[src/design/umi_settings.svh]
`ifndef UMI_SETTINGS_SVH
`define UMI_SETTINGS_SVH

// Width of the packet data field
`define UMI_DW 64

// Memory target depth in 64-bit words
`define UMI_MEM_WORDS 256

// Destination address bit that selects the CSR bank over the memory
`define UMI_CSR_BASE_BIT 31

// Register offsets inside the CSR bank
`define UMI_CSR_ID_OFF       32'h0000_0000
`define UMI_CSR_SCRATCH0_OFF 32'h0000_0008
`define UMI_CSR_SCRATCH1_OFF 32'h0000_0010
`define UMI_CSR_WCOUNT_OFF   32'h0000_0018

// Read-only identity value
`define UMI_EP_ID 64'h554d_4945_5030_0001

`endif

[src/design/umi_pkg.sv]
`include "umi_settings.svh"

package umi_pkg;

	// Command opcodes carried in the low nibble
	typedef enum logic [3:0] {
		REQ_READ   = 4'h1,
		RESP_READ  = 4'h2,
		REQ_WRITE  = 4'h3,
		RESP_WRITE = 4'h4,
		REQ_POSTED = 4'h5
	} umi_opcode_e;

	typedef enum logic [1:0] {
		STATUS_OK  = 2'b00,
		STATUS_ERR = 2'b10
	} umi_status_e;

	// Request view of the command word
	typedef struct packed {
		logic [19:0] rsvd;
		logic [7:0]  tag;
		umi_opcode_e opcode;
	} umi_req_cmd_t;

	// Response view of the command word
	// Tag stays at the same bits as in a request
	typedef struct packed {
		logic [17:0] rsvd;
		umi_status_e status;
		logic [7:0]  tag;
		umi_opcode_e opcode;
	} umi_resp_cmd_t;

	// Read as a request on RX, written as a response on TX
	typedef union packed {
		umi_req_cmd_t  req;
		umi_resp_cmd_t resp;
	} umi_cmd_u;

	// Full 256-bit packet, most significant field first
	typedef struct packed {
		logic [63:0]        rsvd_hi;
		logic [`UMI_DW-1:0] data;
		logic [31:0]        srcaddr;
		logic [31:0]        dstaddr;
		logic [31:0]        rsvd_lo;
		umi_cmd_u           cmd;
	} umi_packet_t;

endpackage

[src/design/ep_pkg.sv]
`include "umi_settings.svh"

package ep_pkg;

	// Request handed from the decoder to one target
	// Offset has the CSR select bit already cleared
	typedef struct packed {
		logic               write;
		logic [31:0]        offset;
		logic [`UMI_DW-1:0] data;
		logic [7:0]         tag;
	} tgt_req_t;

	// Target reply before it is turned into a TX packet
	typedef struct packed {
		logic                 write;
		umi_pkg::umi_status_e status;
		logic [`UMI_DW-1:0]   data;
		logic [7:0]           tag;
	} tgt_resp_t;

endpackage

[src/design/umi_csr_target.sv]
`include "umi_settings.svh"

module umi_csr_target (
	input  logic              clk,
	input  logic              rst_n,
	input  logic              req_valid,
	input  ep_pkg::tgt_req_t  req,
	output logic              resp_valid,
	output ep_pkg::tgt_resp_t resp
);
	import umi_pkg::*;

	logic [`UMI_DW-1:0] scratch0;
	logic [`UMI_DW-1:0] scratch1;
	logic [`UMI_DW-1:0] wcount;
	logic [`UMI_DW-1:0] rd_data;
	logic               legal;
	logic               wr_ok;

	// Register map and access rules
	always_comb begin
		rd_data = '0;
		legal   = 1'b1;
		case (req.offset)
			`UMI_CSR_ID_OFF: begin
				rd_data = `UMI_EP_ID;
				legal   = !req.write;
			end
			`UMI_CSR_SCRATCH0_OFF: rd_data = scratch0;
			`UMI_CSR_SCRATCH1_OFF: rd_data = scratch1;
			`UMI_CSR_WCOUNT_OFF: begin
				rd_data = wcount;
				legal   = !req.write;
			end
			default: legal = 1'b0;
		endcase
	end

	assign wr_ok = req_valid && req.write && legal;

	always_ff @(posedge clk) begin
		if (!rst_n) begin
			scratch0   <= '0;
			scratch1   <= '0;
			wcount     <= '0;
			resp_valid <= 1'b0;
		end else begin
			resp_valid <= req_valid;
			if (wr_ok) begin
				// Posted writes count as well
				wcount <= wcount + 1'b1;
				if (req.offset == `UMI_CSR_SCRATCH0_OFF) begin
					scratch0 <= req.data;
				end
				if (req.offset == `UMI_CSR_SCRATCH1_OFF) begin
					scratch1 <= req.data;
				end
			end
		end
	end

	always_ff @(posedge clk) begin
		if (req_valid) begin
			resp.write  <= req.write;
			resp.status <= legal ? STATUS_OK : STATUS_ERR;
			resp.data   <= req.write ? '0 : rd_data;
			resp.tag    <= req.tag;
		end
	end

endmodule

[config.mk]
export PLATFORM = sky130hd
export DESIGN_NAME = umi_csr_target
export DESIGN_NICKNAME = d
export VERILOG_FILES = /design/src/design/umi_pkg.sv /design/src/design/ep_pkg.sv /design/src/design/umi_csr_target.sv
export VERILOG_INCLUDE_DIRS = /design/src /design/src/design
export SDC_FILE = /design/constraint.sdc
export NUM_CORES = 1
export LEC_CHECK = 0
export ABC_CLOCK_PERIOD_IN_PS = 5300
export BUFFER_PORTS_ARGS = -buffer_cell sky130_fd_sc_hd__clkbuf_2
export CELL_PAD_IN_SITES_DETAIL_PLACEMENT = 1
export CELL_PAD_IN_SITES_GLOBAL_PLACEMENT = 1
export CORE_MARGIN = 2
export CORE_UTILIZATION = 47
export DETAILED_ROUTE_END_ITERATION = 10
export GPL_ROUTABILITY_DRIVEN = 1
export PLACE_DENSITY = 0.93
export REMOVE_ABC_BUFFERS = 1
export SYNTH_ARGS = -nofsm -noshare
export SYNTH_HDL_FRONTEND = slang
export SYNTH_SLANG_ARGS = --single-unit
[constraint.sdc]
create_clock -name clk -period 5.3 [get_ports clk]
set_input_delay 1.06 -clock clk [delete_from_list [all_inputs] [get_ports clk]]
set_output_delay 1.06 -clock clk [all_outputs]
set_load 0.02 [all_outputs]
# After elaboration in Yosys (flattened, before gate mapping)
# Cells that the tools add are included.
# totals
wordCells,23
inputBits,108
register_bits,268
# op_classes
addsub,1
eq_ne,3
mux,3
n_reduce_logical,8
# ops
op,n
64-bit one-hot mux with 4 select lines,1
64-bit by 1-bit adder with 64-bit output (second input constant),1
32-bit by 5-bit equality test with 1-bit output (second input constant),2
32-bit by 4-bit equality test with 1-bit output (second input constant),1
32-bit zero test,1
2-bit AND reduction,2
2-bit OR reduction,2
1-bit logical AND,2
2-bit two-way mux,1
1-bit one-hot mux with 2 select lines,1
1-bit zero test,1

# Longest topological paths before layout
# depth
ltp_word,5
depth_mapped,8

# Least setup slack after synthesis
# OpenSTA, ideal clock, no wires.
# synth_timing
path_type,in2reg
from,input port req[93] (netlist bit)
to,register wcount[11]
n_path_buf,1
path_stages,6
path_slack_ns,2.439
t_arrival_ns,2.791
setup_ns,0.070
path_cell_list,nor4_2 nand4_2 or4_4 buf_6 or4_1 a21oi_1
# synth_via
elab_chain_len,4
# synth_lines
element,line,rtl
"start, declared",umi_csr_target.sv:7,"input ep_pkg::tgt_req_t req,"
"32-bit by 5-bit equality test with 1-bit output, or another cell as far along",umi_csr_target.sv:24,case (req.offset)
2-bit OR reduction (no line),-,
1-bit one-hot mux with 2 select lines (*),umi_csr_target.sv:24,
1-bit logical AND (*),umi_csr_target.sv:39,assign wr_ok = req_valid && req.write && legal;
"end signal, assigned",umi_csr_target.sv:51,wcount <= wcount + 1'b1;
"end, declared",umi_csr_target.sv:15,logic [`UMI_DW-1:0] wcount;
# Mark *: on every way between the ends. The rest lies on a longest branch, timed or not.
# A chain may end at the register's enable or synchronous reset.

# Final worst setup path
# layout_timing
from,input port req[75] (netlist bit)
to,register wcount[23]
# The elaborated chain is that of the path after synthesis.

==> summary.md <==
| Metric | Value |
|---|---|
| Grt total ovfl | 0 |
| Clk root buf | clkbuf_16 |
| First-pass GRT wire length | 58,630 um |
| Final period utilization | 0.6946 |
| Largest net degree at the start of global routing | 101 |
| WS Path Type | input pin to register |
| Max Root-Sink Buffers | 3 |
| Final setup margin | 1618 ps |
| Top delay family on crit path | simple AND/OR/NAND/NOR gates |
| Cell taking the most area after synthesis | dfxtp_1 |
| Num CTS Buffers | 28 |
| Layout Nets | 1,420 |
| CP bufs+invs | 2 |
| Hold Crit Class | register to register |
| Final Util | 0.5670 |
| Starting density of the core | 0.4772 |
| Crit-path max cell delay | 730 ps |
| Synthesized flop and latch total | 267 |
| Worst R2R Path Depth | 5 |
| Critical path data arrival time | 4120 ps |
| Highest Clock Rate | 0.2716 GHz |
| Final Slew Violations | 0 |
| CORE AREA | 24,180 um2 |
| Seq/Total Area, Yosys | 0.5275 |
| H-tree depth | 1 |
| Drt wl/cell | 22.21 um |
| Clock skew | 13.56 ps |
| I/O Pins | 184 |
| Status | completed |
| DRC violations left | 0 |
| Total number of vias | 10,280 |
| Die Footprint | 25,820 um2 |
| CTS sink cnt | 267 |
| Initial antenna violation count | 1 |
| Number of port buffers | 182 |
| CTS tree | done |
| Hold path cells | 2 |
| Rel. slew slack | 0.2080 |
| Setup_tns | 0 ps |
| Setup bufs post-CTS | 0 |
| Asr flop ratio synth | 0 |
| CTS Hold Bufs | 0 |
| Layout cell share with drive strength beyond 1 | 0.2003 |
| Leakage | 5.585 nW |
| CP Depth | 7 |
| WL final | 36,820 um |
| Commonest cells after routing, fill and taps aside | 231 x nand2_1, 193 x dfxtp_1, 180 x clkbuf_2 |
| Fin crit period | 3682 ps |
| Antenna-violating nets left | 0 |
| R2R Setup Slk | 1920 ps |
| Skew-Pair Late Insertion Delay | 550 ps |
| Fill cells | 2,687 |
| Critical Path, Cell by Cell | clkbuf_2 -> nor2b_4 -> buf_4 -> o2111a_1 -> nand4_1 -> or4_1 -> a21oi_1 |
| Worst setup EP type | register |
| Die Y | 160.7 um |
| Power Density | 331.4 nW/um2 |
| Most common cell after layout, fill and taps aside | nand2_1 |
| Syn Inst Count | 1,169 |
| Total GRT Usage | 0.2830 |
| Mapped cell area | 11,540 um2 |
| Iter 0 DRT Violations | 882 |
| Vias/cell | 6.203 |
| Worst Setup Start Kind | input pin |
| RD Place Congestion | 0.8334 |
| Final hold slack | 464.4 ps |
| Crit-path max FO | 29 |
| Worst EP required | 5740 ps |
| Synth warnings | 0 |
| Post-CTS resize count | 0 |
| Syn_area_per_cell | 9.869 um2 |
| Synth-to-Final Area Change | 18.83% |
| Synth top area share | 0.3349 |
| DP Worst Slack | 1247 ps |
| Top FF cell, synth | dfxtp_1 |
| 1st-pass router iterations | 8 |
| Peak supply drop | 0.2489 mV |
| Crit path max-delay cell type | or4_1 |
| Post-DP HPWL | 23,350 um |
| Unrepaired setup endpoints after global routing | no |
| Die X | 160.7 um |
| Vias in the first global route | 10,970 |
| Number of synthesized flops with an enable pin | 74 |
| Max cap viols | 0 |
| Cell Rows | 57 |
| Top cells by area, synth | dfxtp_1 33%, edfxtp_1 19%, mux2i_1 12% |
| Hold Fails Final Rpt | 0 |
| Number of distinct library cells after synthesis | 47 |
| Clock transition at path regs | 60 ps |
| Setup Viol. Count Final | 0 |
| Least-Margin Pin Slew | 1186 ps |
cell families (layout without fill, tap and decap cells):
logic type               count (synthesis)  after routing  share of synthesized area
other                                    1              2                  0.0003250
AND/OR/NAND/NOR                        456            456                     0.1917
multiplexers                           138            138                     0.1197
buffers and inverters                  108            272                    0.03763
AO/OA/AOI/OAI                          194            194                     0.1190
adder cells (fa/ha/maj)                  1              1                   0.001084
XOR/XNOR                                 4              4                   0.003036
flip-flops                             267            267                     0.5275
synth_stat cells (3+ instances only):
cell and n:
o21ai_0 18, nor2_1 76, a222oi_1 45, inv_1 20, nor4_4 4, nor4_2 3
a211oi_1 9, o31ai_1 39, a221oi_1 10, or3_1 14, nand2_1 232, nand4_2 3
and3_1 3, nor3_1 8, clkbuf_1 67, xnor2_1 4, edfxtp_1 74, a21oi_1 68
buf_2 13, or4_1 38, nand4_1 22, mux2i_1 138, nor4_1 13, dfxtp_1 193
and2_1 4, nand3_1 24, buf_1 3
where the power goes:
| group | internal (mW) | total [mW] | switching [mW] | leakage [nW] |
|---|---|---|---|---|
| sequential | 2.12 | 2.13 | 0.00967 | 2.27 |
| combinational | 0.0678 | 0.231 | 0.163 | 2.81 |
| clock | 1.33 | 2.18 | 0.853 | 0.507 |
| total | 3.52 | 4.54 | 1.03 | 5.59 |
metal layers:
layer,global-route usage,part of all wire,wire [um]
met1,0.3339,0.38,14090
met2,0.5016,0.51,18960
met3,0.04313,0.059,2177
met4,0.1421,0.043,1600
met5,0,0,0
metrics by stage:
stage / instance area (um2) / total power, mW / instances
2_1_floorplan: 11190 / 2.261 / 1083
3_3_place_gp: 12680 / 2.400 / 1605
3_5_place_dp: 12680 / 2.405 / 1605
4_1_cts: 13710 / 4.563 / 1657
5_1_grt: 13710 / 4.650 / 1657
6_report: 13710 / 4.543 / 1658
layout make-up:
cell class / count / area, um2 / area share
sequential: 267 / 6086 / 0.4439
multi-input combinational: 794 / 5062 / 0.3693
timing repair buffer: 198 / 1040 / 0.07584
clock buffer: 39 / 857.1 / 0.06252
antenna: 1 / 2.502 / 0.0001825
tap: 324 / 405.4 / 0.02957
inverter: 22 / 82.58 / 0.006024
clock inverter: 13 / 173.9 / 0.01269
state kept, by name, indices dropped and copies added, names as in the netlist:
name / cells
wcount: 64
scratch1: 64
resp_valid: 1
scratch0: 64
resp: 74
worst reg2reg max path, delay by kind of cell, from the launching register on:
kind | cells | cell delay (ps)
simple gates | 4 | 2540
compound gates | 1 | 240
flops | 1 | 490
worst paths after layout:
check	start	to
hold reg to reg	scratch1[63]	scratch1[63]
hold / removal	scratch1[63]	scratch1[63]
setup reg to reg	wcount[3]	wcount[23]
setup / recovery	req[75]	wcount[23]
Power figures use the tool's default switching activity.
