### src/design/umi_settings.svh
`ifndef UMI_SETTINGS_SVH
`define UMI_SETTINGS_SVH

// Width of the packet data field
`define UMI_DW 64

// Memory target depth in 64-bit words
`define UMI_MEM_WORDS 256

// Destination address bit that selects the CSR bank over the memory
`define UMI_CSR_BASE_BIT 31

// Register offsets inside the CSR bank
`define UMI_CSR_ID_OFF       32'h0000_0000
`define UMI_CSR_SCRATCH0_OFF 32'h0000_0008
`define UMI_CSR_SCRATCH1_OFF 32'h0000_0010
`define UMI_CSR_WCOUNT_OFF   32'h0000_0018

// Read-only identity value
`define UMI_EP_ID 64'h554d_4945_5030_0001

`endif

### src/design/umi_pkg.sv
`include "umi_settings.svh"

package umi_pkg;

	// Command opcodes carried in the low nibble
	typedef enum logic [3:0] {
		REQ_READ   = 4'h1,
		RESP_READ  = 4'h2,
		REQ_WRITE  = 4'h3,
		RESP_WRITE = 4'h4,
		REQ_POSTED = 4'h5
	} umi_opcode_e;

	typedef enum logic [1:0] {
		STATUS_OK  = 2'b00,
		STATUS_ERR = 2'b10
	} umi_status_e;

	// Request view of the command word
	typedef struct packed {
		logic [19:0] rsvd;
		logic [7:0]  tag;
		umi_opcode_e opcode;
	} umi_req_cmd_t;

	// Response view of the command word
	// Tag stays at the same bits as in a request
	typedef struct packed {
		logic [17:0] rsvd;
		umi_status_e status;
		logic [7:0]  tag;
		umi_opcode_e opcode;
	} umi_resp_cmd_t;

	// Read as a request on RX, written as a response on TX
	typedef union packed {
		umi_req_cmd_t  req;
		umi_resp_cmd_t resp;
	} umi_cmd_u;

	// Full 256-bit packet, most significant field first
	typedef struct packed {
		logic [63:0]        rsvd_hi;
		logic [`UMI_DW-1:0] data;
		logic [31:0]        srcaddr;
		logic [31:0]        dstaddr;
		logic [31:0]        rsvd_lo;
		umi_cmd_u           cmd;
	} umi_packet_t;

endpackage

### src/design/ep_pkg.sv
`include "umi_settings.svh"

package ep_pkg;

	// Request handed from the decoder to one target
	// Offset has the CSR select bit already cleared
	typedef struct packed {
		logic               write;
		logic [31:0]        offset;
		logic [`UMI_DW-1:0] data;
		logic [7:0]         tag;
	} tgt_req_t;

	// Target reply before it is turned into a TX packet
	typedef struct packed {
		logic                 write;
		umi_pkg::umi_status_e status;
		logic [`UMI_DW-1:0]   data;
		logic [7:0]           tag;
	} tgt_resp_t;

endpackage

### src/design/umi_req_decoder.sv
`include "umi_settings.svh"

module umi_req_decoder (
	input  logic                 clk,
	input  logic                 rst_n,
	input  umi_pkg::umi_packet_t umi_packet_rx,
	input  logic                 umi_valid_rx,
	output logic                 umi_ready_rx,
	input  logic                 resp_busy,
	output logic                 mem_req_valid,
	output logic                 csr_req_valid,
	output logic                 resp_pend,
	output ep_pkg::tgt_req_t     tgt_req,
	output logic [31:0]          resp_srcaddr,
	output logic [31:0]          resp_dstaddr
);
	import umi_pkg::*;

	umi_packet_t  pkt_q;
	umi_req_cmd_t cmd;
	logic         accept;
	logic         pend_q;
	logic         csr_sel;
	logic         is_write;
	logic         is_posted;

	assign accept = umi_valid_rx && umi_ready_rx;

	// Held until the next acceptance, which waits for the reply
	always_ff @(posedge clk) begin
		if (accept) begin
			pkt_q <= umi_packet_rx;
		end
	end

	assign cmd     = pkt_q.cmd.req;
	assign csr_sel = pkt_q.dstaddr[`UMI_CSR_BASE_BIT];

	// Anything that is not a write is served as a read
	assign is_posted = (cmd.opcode == REQ_POSTED);
	assign is_write  = (cmd.opcode == REQ_WRITE) || is_posted;

	always_comb begin
		tgt_req.write  = is_write;
		tgt_req.offset = pkt_q.dstaddr;
		tgt_req.offset[`UMI_CSR_BASE_BIT] = 1'b0;
		tgt_req.data   = pkt_q.data;
		tgt_req.tag    = cmd.tag;
	end

	assign resp_srcaddr = pkt_q.srcaddr;
	assign resp_dstaddr = pkt_q.dstaddr;

	always_ff @(posedge clk) begin
		if (!rst_n) begin
			umi_ready_rx  <= 1'b1;
			pend_q        <= 1'b0;
			mem_req_valid <= 1'b0;
			csr_req_valid <= 1'b0;
			resp_pend     <= 1'b0;
		end else begin
			pend_q        <= accept;
			mem_req_valid <= pend_q && !csr_sel;
			csr_req_valid <= pend_q && csr_sel;
			// Marks a request whose reply must reach TX
			resp_pend     <= pend_q && !is_posted;
			// Posted writes reopen right after the strobe
			if (accept) begin
				umi_ready_rx <= 1'b0;
			end else if (!pend_q && !resp_busy) begin
				umi_ready_rx <= 1'b1;
			end
		end
	end

	// One target per request, and only while RX is held off
	assert property (@(posedge clk) disable iff (!rst_n)
		(mem_req_valid || csr_req_valid) |->
			!(mem_req_valid && csr_req_valid) && !umi_ready_rx);

endmodule

### config.mk
export PLATFORM = sky130hd
export DESIGN_NAME = umi_req_decoder
export DESIGN_NICKNAME = d
export VERILOG_FILES = /design/src/design/umi_pkg.sv /design/src/design/ep_pkg.sv /design/src/design/umi_req_decoder.sv
export VERILOG_INCLUDE_DIRS = /design/src /design/src/design
export SDC_FILE = /design/constraint.sdc
export NUM_CORES = 1
export LEC_CHECK = 0
export BUFFER_PORTS_ARGS = -buffer_cell sky130_fd_sc_hd__clkbuf_2
export CAP_MARGIN = 20
export CORE_AREA = 8 8 161 163
export CTS_CLUSTER_SIZE = 25
export DETAILED_ROUTE_END_ITERATION = 16
export DIE_AREA = 0 0 169 171
export PLACE_DENSITY_LB_ADDON = 0.15
export SLEW_MARGIN = 20
export SYNTH_ARGS = -nofsm -noshare
export SYNTH_HDL_FRONTEND = slang
export SYNTH_SLANG_ARGS = --single-unit
### constraint.sdc
create_clock -name clk -period 5.9 [get_ports clk]
set_input_delay 0.885 -clock clk [delete_from_list [all_inputs] [get_ports clk]]
set_output_delay 0.885 -clock clk [all_outputs]
set_load 0.03 [all_outputs]
=== Word-level counts from Yosys, hierarchy flattened ===
Index checks and enable logic that the tools add are counted.

* Flip-flop bits (word level): 145
* Word-level logic and storage cells: 24
* RAM bits: 0
* Memories: 0
* Memory bits (read-only): 0
* Latch bits: 0
* Output and inout port bits: 173
* Bits of input ports: 260

* Multipliers: 0
* Shifts and indexed selects: 0
* Bitwise gates (word level): 0
* Multiplexer cells: 2
* Div/mod/pow operators: 0
* Eq/ne operators: 2
* Magnitude comparators: 0
* Reduce and logical (&&, ||, !) cells: 11
* $add $sub $neg: 0

{| class="wikitable"
|+ Operators by type and width
! kind !! count
|-
| logical AND 1 bit || 5
|-
| equality test 4 x 2 -> 1 bit, second input constant || 1
|-
| equality test 4 x 3 -> 1 bit, second input constant || 1
|-
| logical NOT 1 bit || 4
|-
| two-way mux 1 bit || 2
|-
| nonzero test 2 bit || 1
|-
| logical OR 1 bit || 1
|}

=== Depth between registers and ports, before layout ===
Gate-level depths: netlist of the first run.

* Word-level depth: 4
* Depth in mapped cells: 3
* Gate-level depth less buffers: 2

=== Worst setup path after synthesis of the first run ===
Ideal clock, no wire load.

* Path kind: input port to flip-flop
* Start point: in umi_valid_rx
* End point: reg pkt_q (netlist bit cmd[0]), enable pin
* Required time: 5,385 ps
* Buffers on the path: 0
* Arrival time: 4,069 ps
* Stages: 1
* Path slack: 1,316 ps
* Setup time: 515 ps
* Path through: and2_1

* Longest elaborated chain between the ends: 1

{| class="wikitable"
|+ Ends and longest elaborated chain
! item !! line !! RTL
|-
| start, declared || umi_req_decoder.sv:7 || <nowiki>input logic umi_valid_rx,</nowiki>
|-
| logical AND 1 bit || umi_req_decoder.sv:27 || <nowiki>assign accept = umi_valid_rx && umi_ready_rx;</nowiki>
|-
| end signal, assigned || umi_req_decoder.sv:32 || <nowiki>pkt_q <= umi_packet_rx;</nowiki>
|-
| end, declared || umi_req_decoder.sv:19 || <nowiki>umi_packet_t pkt_q;</nowiki>
|}

Every way passes these cells.
A chain may end at the register's enable or synchronous reset.

==> results_dict.tcl, run 1 <==
set metrics [dict create \
    status "complete, no violations" \
    wl_met1_mm 5.16 \
    clkPwrFrac 0.412 \
    port_buffers 315 \
    route.met2.wl_mm 6.33 \
    top_layer_used "met5" \
    die_x_um 169 \
    crit_path_cell_trace "xnor2_1 -> nor3b_2 -> clkbuf_2" \
    p_comb_frac 0.113 \
    avgRoutedWirePerCell_um 16.4 \
    cts-buffers-inserted 17 \
    cts_root_buffer "clkbuf_16" \
    cts_setup_buffers 0 \
    ys_types 13 \
    power_leakage_nw 3.01 \
    ctsHoldBuffers 0 \
    synth_nets 458 \
    p_per_area_nw_per_um2 370 \
    period_needed_ns 2.20 \
    worstPathMaxFanout 2 \
    finalSetupViolations 0 \
    clock_path_buffers 2 \
    drive_gt1_frac 0.690 \
    slew_headroom 0.469 \
    cp_data_required_time_ns 5.02 \
    final_nets 753 \
    avgSynthCellArea_sq_um 23.7 \
    fin_crit_sh 0.373 \
    place.gp.congestion 0.773 \
    dieArea_sq_um 28900 \
    cts_tree "yes" \
    cts.sinks 145 \
    slew_viol_final 0 \
    p_sw_frac 0.259 \
    yosysTopAreaCell "edfxtp_1" \
    initial_core_util 0.202 \
    setup_ws_ns 3.70 \
    max_cap_viol_count 0 \
    htreeDepth 4 \
    ant_nets 0 \
    crit_slowest_cell "edfxtp_1" \
    worst_slew_pin_slew_ns 0.796 \
    ios 433 \
    hold_viol 0 \
    areaGrowthSynthToFinish_pct 48.4 \
    cp_top_family "flip-flops" \
    rsz0062_at_grt "no" \
    cts_resized 0 \
    clock_skew_ns 0.00638 \
    finalPower_mw 2.58 \
    crit_type "reg -> out" \
    path_buf_inv 1 \
    grt_pass1_vias 3181 \
    grt_pass1_wl_mm 19.2 \
    postSynthCellCount 198 \
    grt_antenna_before_repair 3 \
    wl_mm 13.6 \
    first_pass_iters 3 \
    vias_per_cell 3.47 \
    vias 2868 \
    syn_area_sq_um 4690 \
    core_sq_um 23300 \
    grt_max_degree 84 \
    peakVddDrop_mv 0.144 \
    drtIter0Drc 112 \
    tns_ns 0 \
    yosysTopAreaCellShare 0.896 \
    pre_cts_slack_ns 3.49 \
    seq_power_share 0.475 \
    timing.fmax_ghz 0.454 \
    track_usage 0.0896 \
    dpl_cell_area_sq_um 6380 \
    drc_errors 0 \
    p_int_mw 1.91 \
    stdcell_area_sq_um 6970 \
    globalRouteOverflowTotal 0 \
    setup.worst_path.end_class "primary output" \
    path_clk_slew_ns 0.07 \
    power_switching_mw 0.668 \
    crit_path_max_incr_delay_ns 0.39 \
    post-dp-hpwl_mm 10.7 \
    clock_latency_ns 0.41 \
    std_cell_rows 56 \
    die_y_um 171 \
    yosysWarningCount 0 \
    arrival_ns 1.32 \
    crit_path_start_kind "flop" \
    yosys-top-cells-area "edfxtp_1, buf_4, dfxtp_1, and3_1, and4bb_2" \
    synth-seq-cells 145 \
    hold_class "reg -> reg" \
    wl_met3_mm 1.91 \
    ys_seq_area_frac 0.917 \
]
## metal layers
layer,GRT usage,vias up
met4,0.0346,6
met5,0,-
met1,0.0927,1348
met2,0.143,193
li1,-,1310
met3,0.0595,11
## layout by cell type, fill, tap and decap left out, drive strengths merged, types with 2 or more instances in the layout
cell        n
and3        2
clkinv      4
clkinvlp    3
inv         6
dfxtp       5
nor2        2
buf         2
edfxtp    140
bufinv      2
clkbuf    332
## path summary, 6_finish.rpt
check                   startpoint             to  slack, ns  cells after the start
setup / recovery            cmd[2]   tgt_req[104]       3.70                      3
setup reg to reg      umi_ready_rx         cmd[7]       4.33                      2
hold / removal    resp_dstaddr[31]  mem_req_valid       0.49                      1
hold reg to reg   resp_dstaddr[31]  mem_req_valid       0.49                      1
## per-stage QoR
stage / hold WS (ns) / cells / utilization
floorplan: 0.442 / 198 / -
detailed placement: 0.474 / 793 / 0.274
finish: 0.489 / 826 / 0.299
global placement: 0.454 / 793 / 0.274
CTS: 0.494 / 825 / 0.299
global route: 0.524 / 825 / 0.299
## cells by family after synthesis
group                     share of synthesized area
and+or+nand+nor                              0.0131
buffers and inverters                        0.0656
xor gates and xnor gates                    0.00187
other                                      0.000799
AOI/OAI and AO/OA                           0.00187
DFF                                           0.917
## power groups by stage
stage / Clock [mW] / Combinational [mW] / Sequential (mW)
CTS: 1.11 / 0.298 / 1.23
floorplan: 0 / 0.0787 / 1.36
global route: 1.15 / 0.307 / 1.23
detailed placement: 0 / 0.298 / 1.25
finish: 1.06 / 0.291 / 1.23
global placement: 0 / 0.297 / 1.25
## flip-flops by register name, indices dropped and copies added (netlist names)
| signal | count |
|---|---|
| tgt_req | 64 |
| resp_dstaddr | 32 |
| resp_srcaddr | 32 |
| cmd | 12 |
| csr_req_valid | 1 |
| mem_req_valid | 1 |
| pend_q | 1 |
| resp_pend | 1 |
| umi_ready_rx | 1 |
## cell usage after synthesis
cell        n
and2_1      1
and3_1      2
and4bb_2    1
buf_4      41
conb_1      1
dfxtp_1     5
edfxtp_1  140
nand2_1     1
nand2b_1    1
nor2_1      2
nor3b_2     1
o311ai_1    1
xnor2_1     1
## cell type report
type / count / area [sq um]
fill: 2393 / 16300
sequential: 145 / 4300
timing repair buffer: 317 / 1600
clock buffer: 17 / 425
tap: 319 / 399
clock inverter: 15 / 155
multi-input combinational: 12 / 85.1
antenna: 1 / 2.50
No activity file was read; power rests on OpenSTA's default activity.
==> run 2: changes to the inputs <==
clock period = 1.84 ns   (was 5.9 ns; I/O delays follow)
==> run 2 against run 1 <==
Compared with the run above: sequential power grew to 3.2 times the previous value; register-to-register slack lost 3.8 ns; combinational power grew to 3.3 times the previous value; count of clock-buffer cells in the layout grew 1; global-route usage grew 0.22 points; die area is the same; utilization grew 0.19 points; critical endpoint unchanged; largest cell class unchanged.
==> results_dict.tcl, run 2 (synthesized netlist as in run 1, its figures left out) <==
set metrics [dict create \
    drtIter0Drc 110 \
    grt_antenna_before_repair 1 \
    path_clk_slew_ns 0.07 \
    first_pass_iters 4 \
    fin_crit_sh 0.882 \
    dieArea_sq_um 28900 \
    p_per_area_nw_per_um2 1190 \
    cp_data_required_time_ns 1.56 \
    mostFrequentLayoutCell "clkbuf_2" \
    diodes 0 \
    cts_setup_buffers 0 \
    drc_errors 0 \
    grt_pass1_wl_mm 19.7 \
    rr_endpoint "tgt_req[28]" \
    initial_core_util 0.202 \
    arrival_ns 1.35 \
    clock_latency_ns 0.41 \
    std_cell_rows 56 \
    whs_path_depth 1 \
    min-delay-start "umi_packet_rx[111]" \
    grt_pass1_vias 3212 \
    finalPower_mw 8.31 \
    cts_root_buffer "clkbuf_16" \
    slew_viol_final 0 \
    hold_viol 0 \
    mostFrequentLayoutCells "clkbuf_2, edfxtp_1, clkbuf_16" \
    post-dp-hpwl_mm 10.9 \
    reg2reg_depth 2 \
    finalSetupViolations 0 \
    hold_class "in -> reg" \
    cts-buffers-inserted 17 \
    final_nets 755 \
    avgRoutedWirePerCell_um 16.8 \
    post-route-util 0.301 \
    globalRouteOverflowTotal 0 \
    htreeDepth 4 \
    clock_path_buffers 2 \
    final-seq-area_sq_um 4310 \
    reg2reg_setup_slack_ns 0.50 \
    r2r_start "umi_ready_rx" \
    status "complete, no violations" \
    vias 2894 \
    fillers 2421 \
    cts.sinks 145 \
    path_buf_inv 1 \
    setup_ws_ns 0.216 \
    ant_nets 0 \
    grt_max_degree 83 \
    track_usage 0.0918 \
    cts_tree "yes" \
    setup.worst_path.end_class "primary output" \
    pre_cts_slack_ns 0.474 \
    crit_slowest_cell "edfxtp_1" \
    peakVddDrop_mv 0.476 \
    period_needed_ns 1.62 \
    rsz0062_at_grt "no" \
    power_leakage_nw 3.03 \
    vias_per_cell 3.50 \
    worstPathMaxFanout 2 \
    max_cap_viol_count 0 \
    crit_type "reg -> out" \
    timing.fmax_ghz 0.616 \
    areaGrowthSynthToFinish_pct 49.3 \
    cp_top_family "flip-flops" \
    multiInputGateArea_sq_um 85.1 \
    port_buffers 315 \
    die_y_um 171 \
    holdPathEnd "resp_srcaddr[15]" \
    crit_path_start_kind "flop" \
    ios 433 \
    drive_gt1_frac 0.689 \
    core_sq_um 23300 \
    die_x_um 169 \
    wl_mm 13.9 \
    clock_skew_ns 0.00620 \
    largest_register_ffs 64 \
    crit_path_cell_trace "xnor2_1 -> nor3b_2 -> clkbuf_2" \
    place.gp.congestion 0.743 \
    tns_ns 0 \
    crit_path_max_incr_delay_ns 0.40 \
]
-- run 2: worst max-delay path by stage --
stage / cells after the start / from / to / slack [ns]
final: 3 / cmd[1] / tgt_req[104] / 0.22
after global routing: 3 / cmd[2] / tgt_req[104] / 0.10
after CTS: 3 / cmd[1] / tgt_req[104] / 0.17
after detailed placement: 3 / umi_valid_rx / resp_dstaddr[12] / 0.47
after global placement: 3 / umi_valid_rx / resp_srcaddr[18] / 0.51
after floorplan: 1 / umi_ready_rx / cmd[0] / -0.03
-- run 2: final cells by class --
class,count,area share
clock buffers,18,0.0612
clock inverters,14,0.0218
multi-input cells,12,0.0121
flip-flops and latches,145,0.614
well taps,319,0.0569
repair buffers,319,0.233
-- run 2: repair_timing --
action                                 in CTS  in global routing
hold buffers                                0                  2
endpoints found under the hold margin       0                  2
gates resized for setup                     0                  0
-- run 2: report_power, final --
part,internal (mW),switching (mW)
Combinational,0.266,0.681
Clock,2.02,1.42
Sequential,3.86,0.0665
-- run 2: routing by layer --
metal  global-route usage  wire length, um
met1               0.0925             5050
met2                0.151             6810
met3               0.0578             1880
met4               0.0381              182
met5                    0                8
-- run 2: metrics by stage --
step / cells / hold slack (ns) / instance area, sq um
3_5_place_dp: 793 / 0.455 / 6410
4_1_cts: 825 / 0.00285 / 6990
6_report: 827 / 0.0322 / 7010
5_1_grt: 827 / 0.000187 / 7010
2_1_floorplan: 198 / 0.365 / 4700
3_3_place_gp: 793 / 0.453 / 6410
