$ cat config.mk
export PLATFORM = sky130hd
export DESIGN_NAME = umi_resp_merge
export DESIGN_NICKNAME = d
export VERILOG_FILES = /design/src/design/umi_pkg.sv /design/src/design/ep_pkg.sv /design/src/design/umi_resp_merge.sv
export VERILOG_INCLUDE_DIRS = /design/src /design/src/design
export SDC_FILE = /design/constraint.sdc
export NUM_CORES = 1
export LEC_CHECK = 0
export BUFFER_PORTS_ARGS = -buffer_cell sky130_fd_sc_hd__buf_2
export CAP_MARGIN = 10
export CORE_AREA = 4 4 185 187
export CTS_CLUSTER_SIZE = 16
export DETAILED_ROUTE_END_ITERATION = 8
export DIE_AREA = 0 0 189 191
export PLACE_DENSITY = 0.46
export RECOVER_POWER = 25
export SLEW_MARGIN = 10
export SYNTH_ARGS = -nofsm -noshare
export SYNTH_HDL_FRONTEND = slang
export SYNTH_SLANG_ARGS = --single-unit
$ cat constraint.sdc
create_clock -name clk -period 4.2 [get_ports clk]
set_input_delay 0.21 -clock clk [delete_from_list [all_inputs] [get_ports clk]]
set_output_delay 0.21 -clock clk [all_outputs]
set_load 0.05 [all_outputs]
$ cat src/design/umi_settings.svh
`ifndef UMI_SETTINGS_SVH
`define UMI_SETTINGS_SVH

// Width of the packet data field
`define UMI_DW 64

// Memory target depth in 64-bit words
`define UMI_MEM_WORDS 256

// Destination address bit that selects the CSR bank over the memory
`define UMI_CSR_BASE_BIT 31

// Register offsets inside the CSR bank
`define UMI_CSR_ID_OFF       32'h0000_0000
`define UMI_CSR_SCRATCH0_OFF 32'h0000_0008
`define UMI_CSR_SCRATCH1_OFF 32'h0000_0010
`define UMI_CSR_WCOUNT_OFF   32'h0000_0018

// Read-only identity value
`define UMI_EP_ID 64'h554d_4945_5030_0001

`endif

$ cat src/design/umi_pkg.sv
`include "umi_settings.svh"

package umi_pkg;

	// Command opcodes carried in the low nibble
	typedef enum logic [3:0] {
		REQ_READ   = 4'h1,
		RESP_READ  = 4'h2,
		REQ_WRITE  = 4'h3,
		RESP_WRITE = 4'h4,
		REQ_POSTED = 4'h5
	} umi_opcode_e;

	typedef enum logic [1:0] {
		STATUS_OK  = 2'b00,
		STATUS_ERR = 2'b10
	} umi_status_e;

	// Request view of the command word
	typedef struct packed {
		logic [19:0] rsvd;
		logic [7:0]  tag;
		umi_opcode_e opcode;
	} umi_req_cmd_t;

	// Response view of the command word
	// Tag stays at the same bits as in a request
	typedef struct packed {
		logic [17:0] rsvd;
		umi_status_e status;
		logic [7:0]  tag;
		umi_opcode_e opcode;
	} umi_resp_cmd_t;

	// Read as a request on RX, written as a response on TX
	typedef union packed {
		umi_req_cmd_t  req;
		umi_resp_cmd_t resp;
	} umi_cmd_u;

	// Full 256-bit packet, most significant field first
	typedef struct packed {
		logic [63:0]        rsvd_hi;
		logic [`UMI_DW-1:0] data;
		logic [31:0]        srcaddr;
		logic [31:0]        dstaddr;
		logic [31:0]        rsvd_lo;
		umi_cmd_u           cmd;
	} umi_packet_t;

endpackage

$ cat src/design/ep_pkg.sv
`include "umi_settings.svh"

package ep_pkg;

	// Request handed from the decoder to one target
	// Offset has the CSR select bit already cleared
	typedef struct packed {
		logic               write;
		logic [31:0]        offset;
		logic [`UMI_DW-1:0] data;
		logic [7:0]         tag;
	} tgt_req_t;

	// Target reply before it is turned into a TX packet
	typedef struct packed {
		logic                 write;
		umi_pkg::umi_status_e status;
		logic [`UMI_DW-1:0]   data;
		logic [7:0]           tag;
	} tgt_resp_t;

endpackage

$ cat src/design/umi_resp_merge.sv
module umi_resp_merge (
	input  logic                 clk,
	input  logic                 rst_n,
	input  logic                 mem_resp_valid,
	input  ep_pkg::tgt_resp_t    mem_resp,
	input  logic                 csr_resp_valid,
	input  ep_pkg::tgt_resp_t    csr_resp,
	input  logic                 resp_pend,
	input  logic [31:0]          resp_srcaddr,
	input  logic [31:0]          resp_dstaddr,
	output umi_pkg::umi_packet_t umi_packet_tx,
	output logic                 umi_valid_tx,
	input  logic                 umi_ready_tx,
	output logic                 resp_busy
);
	import umi_pkg::*;
	import ep_pkg::*;

	tgt_resp_t   sel;
	umi_packet_t pkt;
	logic        busy_q;
	logic        take;
	logic        tx_done;

	// Posted writes never set busy_q so their replies die here
	assign take    = (mem_resp_valid || csr_resp_valid) && busy_q;
	assign tx_done = umi_valid_tx && umi_ready_tx;
	assign sel     = mem_resp_valid ? mem_resp : csr_resp;

	always_comb begin
		pkt                 = '0;
		pkt.cmd.resp.opcode = sel.write ? RESP_WRITE : RESP_READ;
		pkt.cmd.resp.status = sel.status;
		pkt.cmd.resp.tag    = sel.tag;
		pkt.data            = sel.write ? '0 : sel.data;
		// Reply heads back to the requester
		pkt.srcaddr         = resp_dstaddr;
		pkt.dstaddr         = resp_srcaddr;
	end

	always_ff @(posedge clk) begin
		if (!rst_n) begin
			busy_q       <= 1'b0;
			umi_valid_tx <= 1'b0;
		end else begin
			if (resp_pend) begin
				busy_q <= 1'b1;
			end else if (tx_done) begin
				busy_q <= 1'b0;
			end
			if (take) begin
				umi_valid_tx <= 1'b1;
			end else if (tx_done) begin
				umi_valid_tx <= 1'b0;
			end
		end
	end

	always_ff @(posedge clk) begin
		if (take) begin
			umi_packet_tx <= pkt;
		end
	end

	// Pending pulse covers the gap before busy_q is set
	assign resp_busy = busy_q || resp_pend;

	assert property (@(posedge clk) disable iff (!rst_n)
		!(mem_resp_valid && csr_resp_valid));

	// Packet held steady under TX back-pressure
	assert property (@(posedge clk) disable iff (!rst_n)
		umi_valid_tx && !umi_ready_tx |=> umi_valid_tx && $stable(umi_packet_tx));

endmodule

* Word level (Yosys, flattened, before mapping) *
Index checks and enable logic that the tools add are counted.

word-level totals
  register bits = 144
  bits in latches = 0
  bits in writable memories = 0
  bits in read-only memories = 0
  input port bits = 220
  output and inout port bits = 258
  logic and storage cells = 17
  memories = 0

cells by class
  add/sub/neg operators = 0
  $mul = 0
  div/mod/pow operators = 0
  $lt $le $gt $ge = 0
  eq/ne operators = 0
  shift operators = 0
  mux-type cells = 5
  bitwise gates (word level) = 0
  reduce and logical (&&, ||, !) cells = 6

operators by type and width
  operator            number
  2-to-1 mux 75 bit   1
  nonzero test 2 bit  2
  2-to-1 mux 1 bit    3
  2-to-1 mux 3 bit    1
  logical AND 1 bit   2
  logical OR 1 bit    2

* Longest topological paths before layout *
Gate-level depths: netlist of the first run.

  word-level depth = 3
  mapped depth = 5
  gate-level depth less buffers = 2

* Least setup slack after synthesis of the first run *
No wires, ideal clock.

  kind = input-to-reg
  start point = input mem_resp_valid
  end point = register umi_packet_tx[100] (netlist bit), enable pin
  library setup time = 0.512 ns
  arrival time = 3.644 ns
  data required time = 3.688 ns
  path slack = 0.044 ns
  cell stages on the path = 3
  buffers on the path = 2
  cell sequence = clkbuf_2 > buf_6 > o21a_1

between the ends
  cells in the longest elaborated chain, start to end = 2

RTL lines
  what                  line                  text
  start, declared       umi_resp_merge.sv:4   input logic mem_resp_valid,
  logical OR 1 bit      umi_resp_merge.sv:26  assign take = (mem_resp_valid || csr_resp_valid) && busy_q;
  logical AND 1 bit     umi_resp_merge.sv:26
  net take              umi_resp_merge.sv:22  logic take;
  end signal, assigned  umi_resp_merge.sv:61  umi_packet_tx <= pkt;
  end, declared         umi_resp_merge.sv:11  output umi_pkg::umi_packet_t umi_packet_tx,

The timed path passes the listed nets, and every way through them passes these cells.
A chain may end at the register's enable or synchronous reset.

* Final worst setup path of the first run *
  start point = input mem_resp_valid
  end point = register umi_packet_tx[117] (netlist bit), enable pin

The elaborated chain is that of the path after synthesis.

==> metrics.cfg, run 1 <==
[sta]
worst-slew-pin-transition_ns = 1.96
timing.clock.skew_ns = 0.0111
period_share_pct = 61.8
fmaxAchievable_mhz = 385
slew_violations = 36
timing.max_slew.rel_slack_pct = -30.7
setup_tns_ns = 0
layout_setup_ws_ns = 1.60
hold_viol = 0
rsz_0062_raised_after_global_routing = no
setup_viol = 0
fin_worst_hold_slack_ns = 0.0840
final_period_minus_worst_setup_slack_ns = 2.60

[finish]
stdcell_area_um2 = 9720
layout_commonest_cell = buf_2
drive_gt1_share_pct = 46.3
utilization_pct = 29.9
mostFrequentLayoutCells = buf_2, edfxtp_1, conb_1, inv_1, dlygate4sd3_1
p_r_area_growth_vs_syn_pct = 42.7
nNetsFinal = 1136

[synth]
seq_total_area_yosys_pct = 62.3
total_of_flip_flops_plus_latches_after_synthesis = 142
synth.avg_cell_area_um2 = 13.6
syn_inst = 499
yosysWarningCount = 0
mappedNetlistArea_um2 = 6810
post_synth_num_cell_types = 19

[cts]
cts-resized-gates = 0
htreeDepth = 4
clock_insertion_delay_worst_skew_ns = 0.43
clk_pin_slew_ns = 0.06
clockRootBuffer = clkbuf_16
tritoncts.num_buffers = 17
clock_sinks = 142
clock_tree.buffer_depth = 2
cts_tree = yes

[power]
clkPwrFrac_pct = 35.6
power_switching_uw = 1330
seqPwrFrac_pct = 41.8
pwr-share-comb_pct = 22.6
power.density_nw_per_um2 = 414
power.static_leakage_uw = 0.00437
worst_ir_drop_vdd_mv = 0.261
p_int_uw = 2690
sw_frac_of_total_pct = 33.1

[die]
die_height_um = 191
io_pins = 478
dieArea_um2 = 36100
design.core.area_um2 = 32500
start_util_pct = 21.0
die_x_um = 189
placement_rows = 66

[placement]
dp_worst_setup_slack_ns = 2.40
gp_congestion = 0.716
io_buffers = 361
placedInstanceArea_um2 = 8610
dp_hpwl_mm = 15.9

[route]
wl_mm = 22.3
remaining_drc_errors = 0
drt_pass1_iterations = 4
route.detailed.wl_per_inst_um = 16.2
drt-vias-per-instance = 3.71
drt_iter0_drc = 249
final_antenna_net_count = 0
via_count = 5097

[global_route]
remaining_global_route_overflow = 0
globalRouteTotalUtil_pct = 11.5
grt_pass1_wl_mm = 30.8
grt_start_max_net_pins = 142
grt_pass1_vias = 5178
grt_antenna_before_repair = 7

[run_status]
failed_checks = capacitance limit, slew limit
run_status = finished with violations

[critical_path]
critical_path.endpoint_type = flop
critPathMaxFanout = 141
worstPathRequired_ns = 4.25
timing.setup.critical_path_class = input pin to flop
worst_setup_path_start_kind = input pin
crit_arrival_ns = 2.65

[flow_run]
max_cap_viol_count = 1

[worst_hold_path]
worst_hold_path_type = input pin to flop

-- per-layer routing --
metal  track usage, %  vias up  share of wire, %
li1                 -     2371                 -
met1             12.5     2393                37
met2             20.5      307                52
met3             4.93       18               9.1
met4             3.39        8               1.1
met5                0        -              0.27
-- path summary, 6_finish.rpt --
kind | start | to | slack (ns) | cells past startpoint
max | mem_resp_valid | umi_packet_tx[117] | 1.60 | 3
min | csr_resp[73] | umi_packet_tx[13] | 0.08 | 2
max reg2reg | busy_q | umi_packet_tx[117] | 2.61 | 2
min reg2reg | umi_valid_tx | busy_q | 0.57 | 2
-- critical path, cell delays in order --
cell	delay, ns
clkbuf_1	1.37
o21a_4	0.30
buf_12	0.53
-- registers in the layout, indices dropped and copies added (netlist names) --
register,flops
umi_packet_tx,140
umi_valid_tx,1
busy_q,1
-- synthesized netlist by cell type, drive strengths merged --
library cell,number,area [µm²]
nand2,64,240
o32ai,64,861
nand3b,1,7.51
edfxtp,140,4200
or2,1,6.26
clkbuf,5,20.0
mux2,10,113
o21a,2,15.0
dfxtp,2,40.0
mux2i,1,10.0
and3,1,6.26
inv,65,244
buf,141,1030
nor2b,1,6.26
conb,1,3.75
-- power by group through the flow --
| stage | registers (µW) | logic [µW] | clock network (µW) |
|---|---|---|---|
| 6_report | 1680 | 909 | 1430 |
| 5_1_grt | 1690 | 957 | 1560 |
| 4_1_cts | 1680 | 928 | 1490 |
| 3_5_place_dp | 1710 | 876 | 0 |
| 3_3_place_gp | 1710 | 874 | 0 |
| 2_1_floorplan | 1980 | 474 | 0 |
-- per-stage QoR --
stage                     total power [µW]  cells
after floorplan                       2460    614
after global placement                2580   1274
after detailed placement              2590   1274
after CTS                             4100   1371
after global routing                  4200   1371
final                                 4020   1374
-- kinds of logic (layout without fill, tap and decap cells) --
family | after synthesis | in the layout | synth area share (%)
AND/OR/NAND/NOR | 68 | 68 | 3.91
multiplexers | 11 | 11 | 1.80
AO/OA/AOI/OAI | 66 | 66 | 12.9
flip-flops | 142 | 142 | 62.3
buffers and inverters | 211 | 526 | 19.0
other | 1 | 119 | 0.0551
-- what timing repair did --
| action | CTS | global route |
|---|---|---|
| hold endpoints to repair | 66 | 0 |
| endpoints found under the setup margin | 0 | 0 |
| hold buffers | 65 | 0 |
| buffers inserted | 0 | 0 |
-- final cells by class --
cell class / instances / area [µm²]
antenna: 3 / 7.51
clock buffer: 18 / 429
clock inverter: 14 / 116
fill: 3451 / 22700
inverter: 65 / 244
multi-input combinational: 261 / 1620
sequential: 142 / 4240
tap: 442 / 553
timing repair buffer: 429 / 2510
(Power assumes the default switching activity.)
==> run 2, diff against run 1 <==
--- a/config.mk
+++ b/config.mk
@@ -12,7 +12,7 @@
 export CTS_CLUSTER_SIZE = 16
 export DETAILED_ROUTE_END_ITERATION = 8
 export DIE_AREA = 0 0 189 191
-export PLACE_DENSITY = 0.46
+export PLACE_DENSITY = 0.44
 export RECOVER_POWER = 25
 export SLEW_MARGIN = 10
 export SYNTH_ARGS = -nofsm -noshare
==> constraint.sdc (replaced) <==
create_clock -name clk -period 2.5 [get_ports clk]
set_input_delay 0.125 -clock clk [delete_from_list [all_inputs] [get_ports clk]]
set_output_delay 0.125 -clock clk [all_outputs]
set_load 0.05 [all_outputs]
==> run 2 against run 1 <==
Against the previous run:
- first-iteration DRC count decreased by 14%
- via count increased by 2.8%
- cell area increased by 4.9%
- die area unchanged
- the flow still finishes with violations (capacitance limit, slew limit)
- combinational power increased by 75%
- clock power increased by 81%
- non-clock buffer count increased by 41
- total power increased by 74%
- final cell count increased by 2.8%
- register-to-register slack got worse by 1.7 ns
- sequential share of layout area decreased by 2.0 points
- clock-buffer cell count unchanged
==> metrics.cfg, run 2 (synthesized netlist as in run 1, its figures left out) <==
[run_status]
run_status = finished with violations
failed_checks = capacitance limit, slew limit

[critical_path]
timing.setup.critical_path_class = input pin to flop
worst_path_largest_cell_delay_ns = 1.18
critPathMaxFanout = 77
worst_setup_path_start_kind = input pin
reg2regPathDepth = 4
regToRegSetupSlack_ns = 0.90
r2r_start = busy_q
cp_cell_sequence = buf_6, clkbuf_2, mux2i_1, inv_1
worstPathRequired_ns = 2.67
worst_path_max_delay_cell = clkbuf_2
worst_path_top_cell_family_by_delay = buffers and inverters
crit_arrival_ns = 1.90
critical_path.endpoint_type = flop
rr_endpoint = umi_valid_tx
timing.critical_path.buf_inv = 3

[route]
drt_pass1_iterations = 4
wl_mm = 22.2
final_antenna_net_count = 0
drt-vias-per-instance = 3.71
remaining_drc_errors = 0
via_count = 5241
drt_iter0_drc = 215
route.detailed.wl_per_inst_um = 15.7

[power]
power.static_leakage_uw = 0.00458
power.density_nw_per_um2 = 687
worst_ir_drop_vdd_mv = 0.424
post-layout-total-power_uw = 7000

[worst_hold_path]
worst_hold_path_type = input pin to flop
holdPathStages = 3
startpoint_of_the_tightest_hold_check_path = mem_resp[27]
min_to = umi_packet_tx[147]

[placement]
io_buffers = 361
gp_congestion = 0.728
dp_hpwl_mm = 16.7

[sta]
hold_viol = 0
worst-slew-pin-transition_ns = 1.69
timing.max_slew.rel_slack_pct = -12.4
slew_violations = 78
fmaxAchievable_mhz = 578
setup_viol = 0
setup_tns_ns = 0
final_period_minus_worst_setup_slack_ns = 1.73
timing.clock.skew_ns = 0.00640
rsz_0062_raised_after_global_routing = no
period_share_pct = 69.3

[die]
io_pins = 478
placement_rows = 66
die_x_um = 189
dieArea_um2 = 36100
die_height_um = 191
start_util_pct = 21.0
design.core.area_um2 = 32500

[cts]
clock_tree.buffer_depth = 2
clockRootBuffer = clkbuf_16
tritoncts.num_buffers = 17
clk_pin_slew_ns = 0.06
clock_insertion_delay_worst_skew_ns = 0.43
clock_sinks = 142
htreeDepth = 4
cts_tree = yes
cts_setup_buffers = 0

[flow_run]
max_cap_viol_count = 1

[global_route]
grt_antenna_before_repair = 2
grt_pass1_vias = 5236
grt_pass1_wl_mm = 31.1
remaining_global_route_overflow = 0
globalRouteTotalUtil_pct = 11.4
grt_start_max_net_pins = 85

[finish]
drive_gt1_share_pct = 44.7
nNetsFinal = 1177
registers.top_by_ff_count = umi_packet_tx
largest_register_ffs = 140
top_regs = umi_packet_tx x140, busy_q x1, umi_valid_tx x1
layout_commonest_cell = buf_2
mostFrequentLayoutCells = buf_2, edfxtp_1, conb_1, dlygate4sd3_1, inv_1
p_r_area_growth_vs_syn_pct = 49.7

## run 2: repair_timing
action                                 CTS  global route
resized for setup                        0             0
endpoints found under the hold margin   92             0
hold buffers                           102             0
## run 2: cell type report
type                    instances  area [µm²]
fillers                      3365       22300
well taps                     442         553
repair buffers                470        2940
flip-flops and latches        142        4240
inverters                      65         244
multi-input cells             261        1610
clock inverters                13         163
diodes                          2        5.00
clock buffers                  18         429
## run 2: per-stage QoR
stage	util [%]	setup slack [ns]	cells	hold slack, ns	area, µm²
2_1_floorplan	-	0.623	614	0.224	7250
3_3_place_gp	26.8	1.19	1278	0.303	8690
3_5_place_dp	26.8	1.18	1278	0.303	8690
4_1_cts	31.8	0.793	1411	0.000510	10300
5_1_grt	31.4	0.613	1412	0.0187	10200
6_report	31.4	0.769	1413	0.0289	10200
## run 2: power breakdown
part           internal [µW]  switching (µW)  total (µW)
logic                    420            1170        1590
clock network           1570            1020        2590
registers               2790            35.1        2820
## run 2: worst max path at each step
| stage | start | endpoint | slack (ns) | depth (start not counted) |
|---|---|---|---|---|
| finish | mem_resp_valid | umi_packet_tx[2] | 0.77 | 4 |
| global route | mem_resp_valid | umi_packet_tx[2] | 0.61 | 4 |
| CTS | busy_q | umi_valid_tx | 0.79 | 4 |
| detailed placement | csr_resp[74] | umi_packet_tx[144] | 1.18 | 3 |
| global placement | csr_resp[74] | umi_packet_tx[147] | 1.19 | 3 |
| floorplan | mem_resp_valid | umi_packet_tx[100] | 0.62 | 3 |
## run 2: worst register-to-register path, cell delays in order (launching register included)
cell           delay, ns
dfxtp_1             0.34
o21a_4              0.16
buf_12              0.30
o21a_1              0.22
dlygate4sd3_1       0.53
## run 2: per-layer routing
metal	part of all wire [%]	vias to the layer above	track usage, %	wire length [µm]
met5	0	-	0	0
met2	51	318	20.7	11300
li1	-	2452	-	-
met4	1.9	0	3.62	423
met1	38	2450	12.1	8360
met3	9.6	21	4.53	2140
==> run 3, diff against run 2 <==
==> constraint.sdc (replaced) <==
create_clock -name clk -period 1.6 [get_ports clk]
set_input_delay 0.08 -clock clk [delete_from_list [all_inputs] [get_ports clk]]
set_output_delay 0.08 -clock clk [all_outputs]
set_load 0.05 [all_outputs]
==> run 3 against run 2 <==
Against the previous run:
- the flow now finishes without violations
- clock-buffer cell count did not move
- non-clock buffer count rose by 55
- largest power group unchanged
- routed wire length rose by 5.1%
- first-iteration DRC count fell by 21%
- sequential share of layout area fell by 1.6 points
- utilization rose by 1.2 points
- die area did not move
- final cell count rose by 3.7%
- total power rose by 52%
- register-to-register slack got worse by 0.62 ns
==> metrics.cfg, run 3 (synthesized netlist as in run 1, its figures left out) <==
[run_status]
run_status = complete, no violations

[critical_path]
reg2regPathDepth = 2
worst_path_top_cell_family_by_delay = buffers and inverters
worst_path_max_delay_cell = dlygate4sd3_1
worst_path_largest_cell_delay_ns = 0.56
cp_cell_sequence = dlygate4sd3_1, buf_2, mux2_2, dlygate4sd3_1
regToRegSetupSlack_ns = 0.28
crit_arrival_ns = 1.54
timing.critical_path.buf_inv = 3
cp_common_cell = dlygate4sd3_1
rr_endpoint = umi_packet_tx[159]
worst_setup_path_start_kind = input pin
critical_path.endpoint_type = flop
critPathMaxFanout = 1
worstPathRequired_ns = 1.77
r2r_start = busy_q
timing.setup.critical_path_class = input pin to flop

[global_route]
grt_pass1_vias = 5661
grt_pass1_wl_mm = 33.2
grt_start_max_net_pins = 81
grt_antenna_before_repair = 2
grtUsageMet2_pct = 22.4
remaining_global_route_overflow = 0
globalRouteTotalUtil_pct = 12.2
globalRouteMet1Util_pct = 12.8
grt.busiest_layer = met2
grt.met3_usage_pct = 4.58

[die]
die_x_um = 189
die_height_um = 191
placement_rows = 66
design.core.area_um2 = 32500
io_pins = 478
dieArea_um2 = 36100
start_util_pct = 21.0

[placement]
io_buffers = 361
gp_congestion = 0.755
dp_hpwl_mm = 17.0
post-place-cells = 1282

[cts]
cts-resized-gates = 0
clock_tree.buffer_depth = 2
clock_sinks = 142
clock_insertion_delay_worst_skew_ns = 0.43
cts_tree = yes
tritoncts.num_buffers = 17
cts_setup_buffers = 0
clk_pin_slew_ns = 0.06
htreeDepth = 4
clockRootBuffer = clkbuf_16

[worst_hold_path]
startpoint_of_the_tightest_hold_check_path = mem_resp[42]
worst_hold_path_type = input pin to flop
holdPathStages = 3
min_to = umi_packet_tx[162]

[finish]
stdcell_count = 1465
fillCellCount = 3346
top_regs = umi_packet_tx x140, busy_q x1, umi_valid_tx x1
registers.top_by_ff_count = umi_packet_tx
mostFrequentLayoutCells = buf_2, dlygate4sd3_1, edfxtp_1, conb_1, inv_1
p_r_area_growth_vs_syn_pct = 55.6
insertedDiodeCount = 0
storage_cell_area_um2 = 4240
largest_register_ffs = 140
nNetsFinal = 1232
layout_commonest_cell = buf_2
multiInputGateArea_um2 = 1520
drive_gt1_share_pct = 41.3

[sta]
hold_viol = 0
worst-slew-pin-transition_ns = 0.973
timing.clock.skew_ns = 0.00900
final_period_minus_worst_setup_slack_ns = 1.37
setup_tns_ns = 0
fmaxAchievable_mhz = 728
period_share_pct = 85.9
rsz_0062_raised_after_global_routing = no
timing.max_slew.rel_slack_pct = 35.1
slew_violations = 0
setup_viol = 0

[route]
final_antenna_net_count = 0
via_count = 5464
route.detailed.wl_per_inst_um = 15.9
remaining_drc_errors = 0
drt_iter0_drc = 170
drt_pass1_iterations = 4
wl_mm = 23.4
drt-vias-per-instance = 3.73

[power]
power.density_nw_per_um2 = 1010
worst_ir_drop_vdd_mv = 0.673
power.static_leakage_uw = 0.00477

[flow_run]
max_cap_viol_count = 0

run 3: worst max path at each step:
stage | start | endpoint | slack, ns | cells past startpoint
floorplan | mem_resp_valid | umi_packet_tx[100] | -0.20 | 3
global placement | busy_q | umi_packet_tx[182] | 0.30 | 2
detailed placement | busy_q | umi_packet_tx[86] | 0.25 | 2
CTS | busy_q | resp_busy | 0.18 | 2
global route | busy_q | resp_busy | 0.17 | 2
finish | csr_resp[5] | umi_packet_tx[9] | 0.23 | 4
run 3: worst reg2reg max path, stage by stage, from the launching register on:
cell and delay, ns:
dfxtp_1 0.34, o21a_4 0.32, buf_4 0.34
run 3: metal layers:
| metal | part of all wire, % | vias to the layer above |
|---|---|---|
| li1 | - | 2558 |
| met1 | 36 | 2549 |
| met2 | 52 | 324 |
| met3 | 9.4 | 29 |
| met4 | 2.1 | 4 |
| met5 | 0.15 | - |
run 3: timing repair:
action / 4_1_cts / 5_1_grt
hold buffers: 153 / 0
hold endpoints to repair: 136 / 0
setup endpoints to repair: 0 / 0
run 3: stage by stage:
| stage | setup slack, ns | util, % | instance area, µm² | power [µW] | hold WS (ns) |
|---|---|---|---|---|---|
| 3_3_place_gp | 0.301 | 26.9 | 8740 | 6840 | 0.258 |
| 4_1_cts | 0.182 | 33.3 | 10800 | 10900 | 0.000206 |
| 3_5_place_dp | 0.252 | 26.9 | 8740 | 6840 | 0.259 |
| 2_1_floorplan | -0.200 | - | 7260 | 6430 | 0.179 |
| 6_report | 0.226 | 32.6 | 10600 | 10700 | 0.0309 |
| 5_1_grt | 0.171 | 32.6 | 10600 | 11100 | 0.0128 |
run 3: where the power goes:
| group | switching (µW) | internal [µW] |
|---|---|---|
| registers | 50.6 | 4350 |
| clock network | 1570 | 2100 |
| logic | 1860 | 741 |
| total | 3480 | 7200 |
run 3: layout make-up:
| cell class | instances | area share [%] |
|---|---|---|
| repair buffers | 525 | 33.1 |
| well taps | 442 | 5.22 |
| flip-flops and latches | 142 | 40.1 |
| clock inverters | 12 | 0.921 |
| multi-input cells | 261 | 14.4 |
| inverters | 65 | 2.30 |
| clock buffers | 18 | 4.05 |
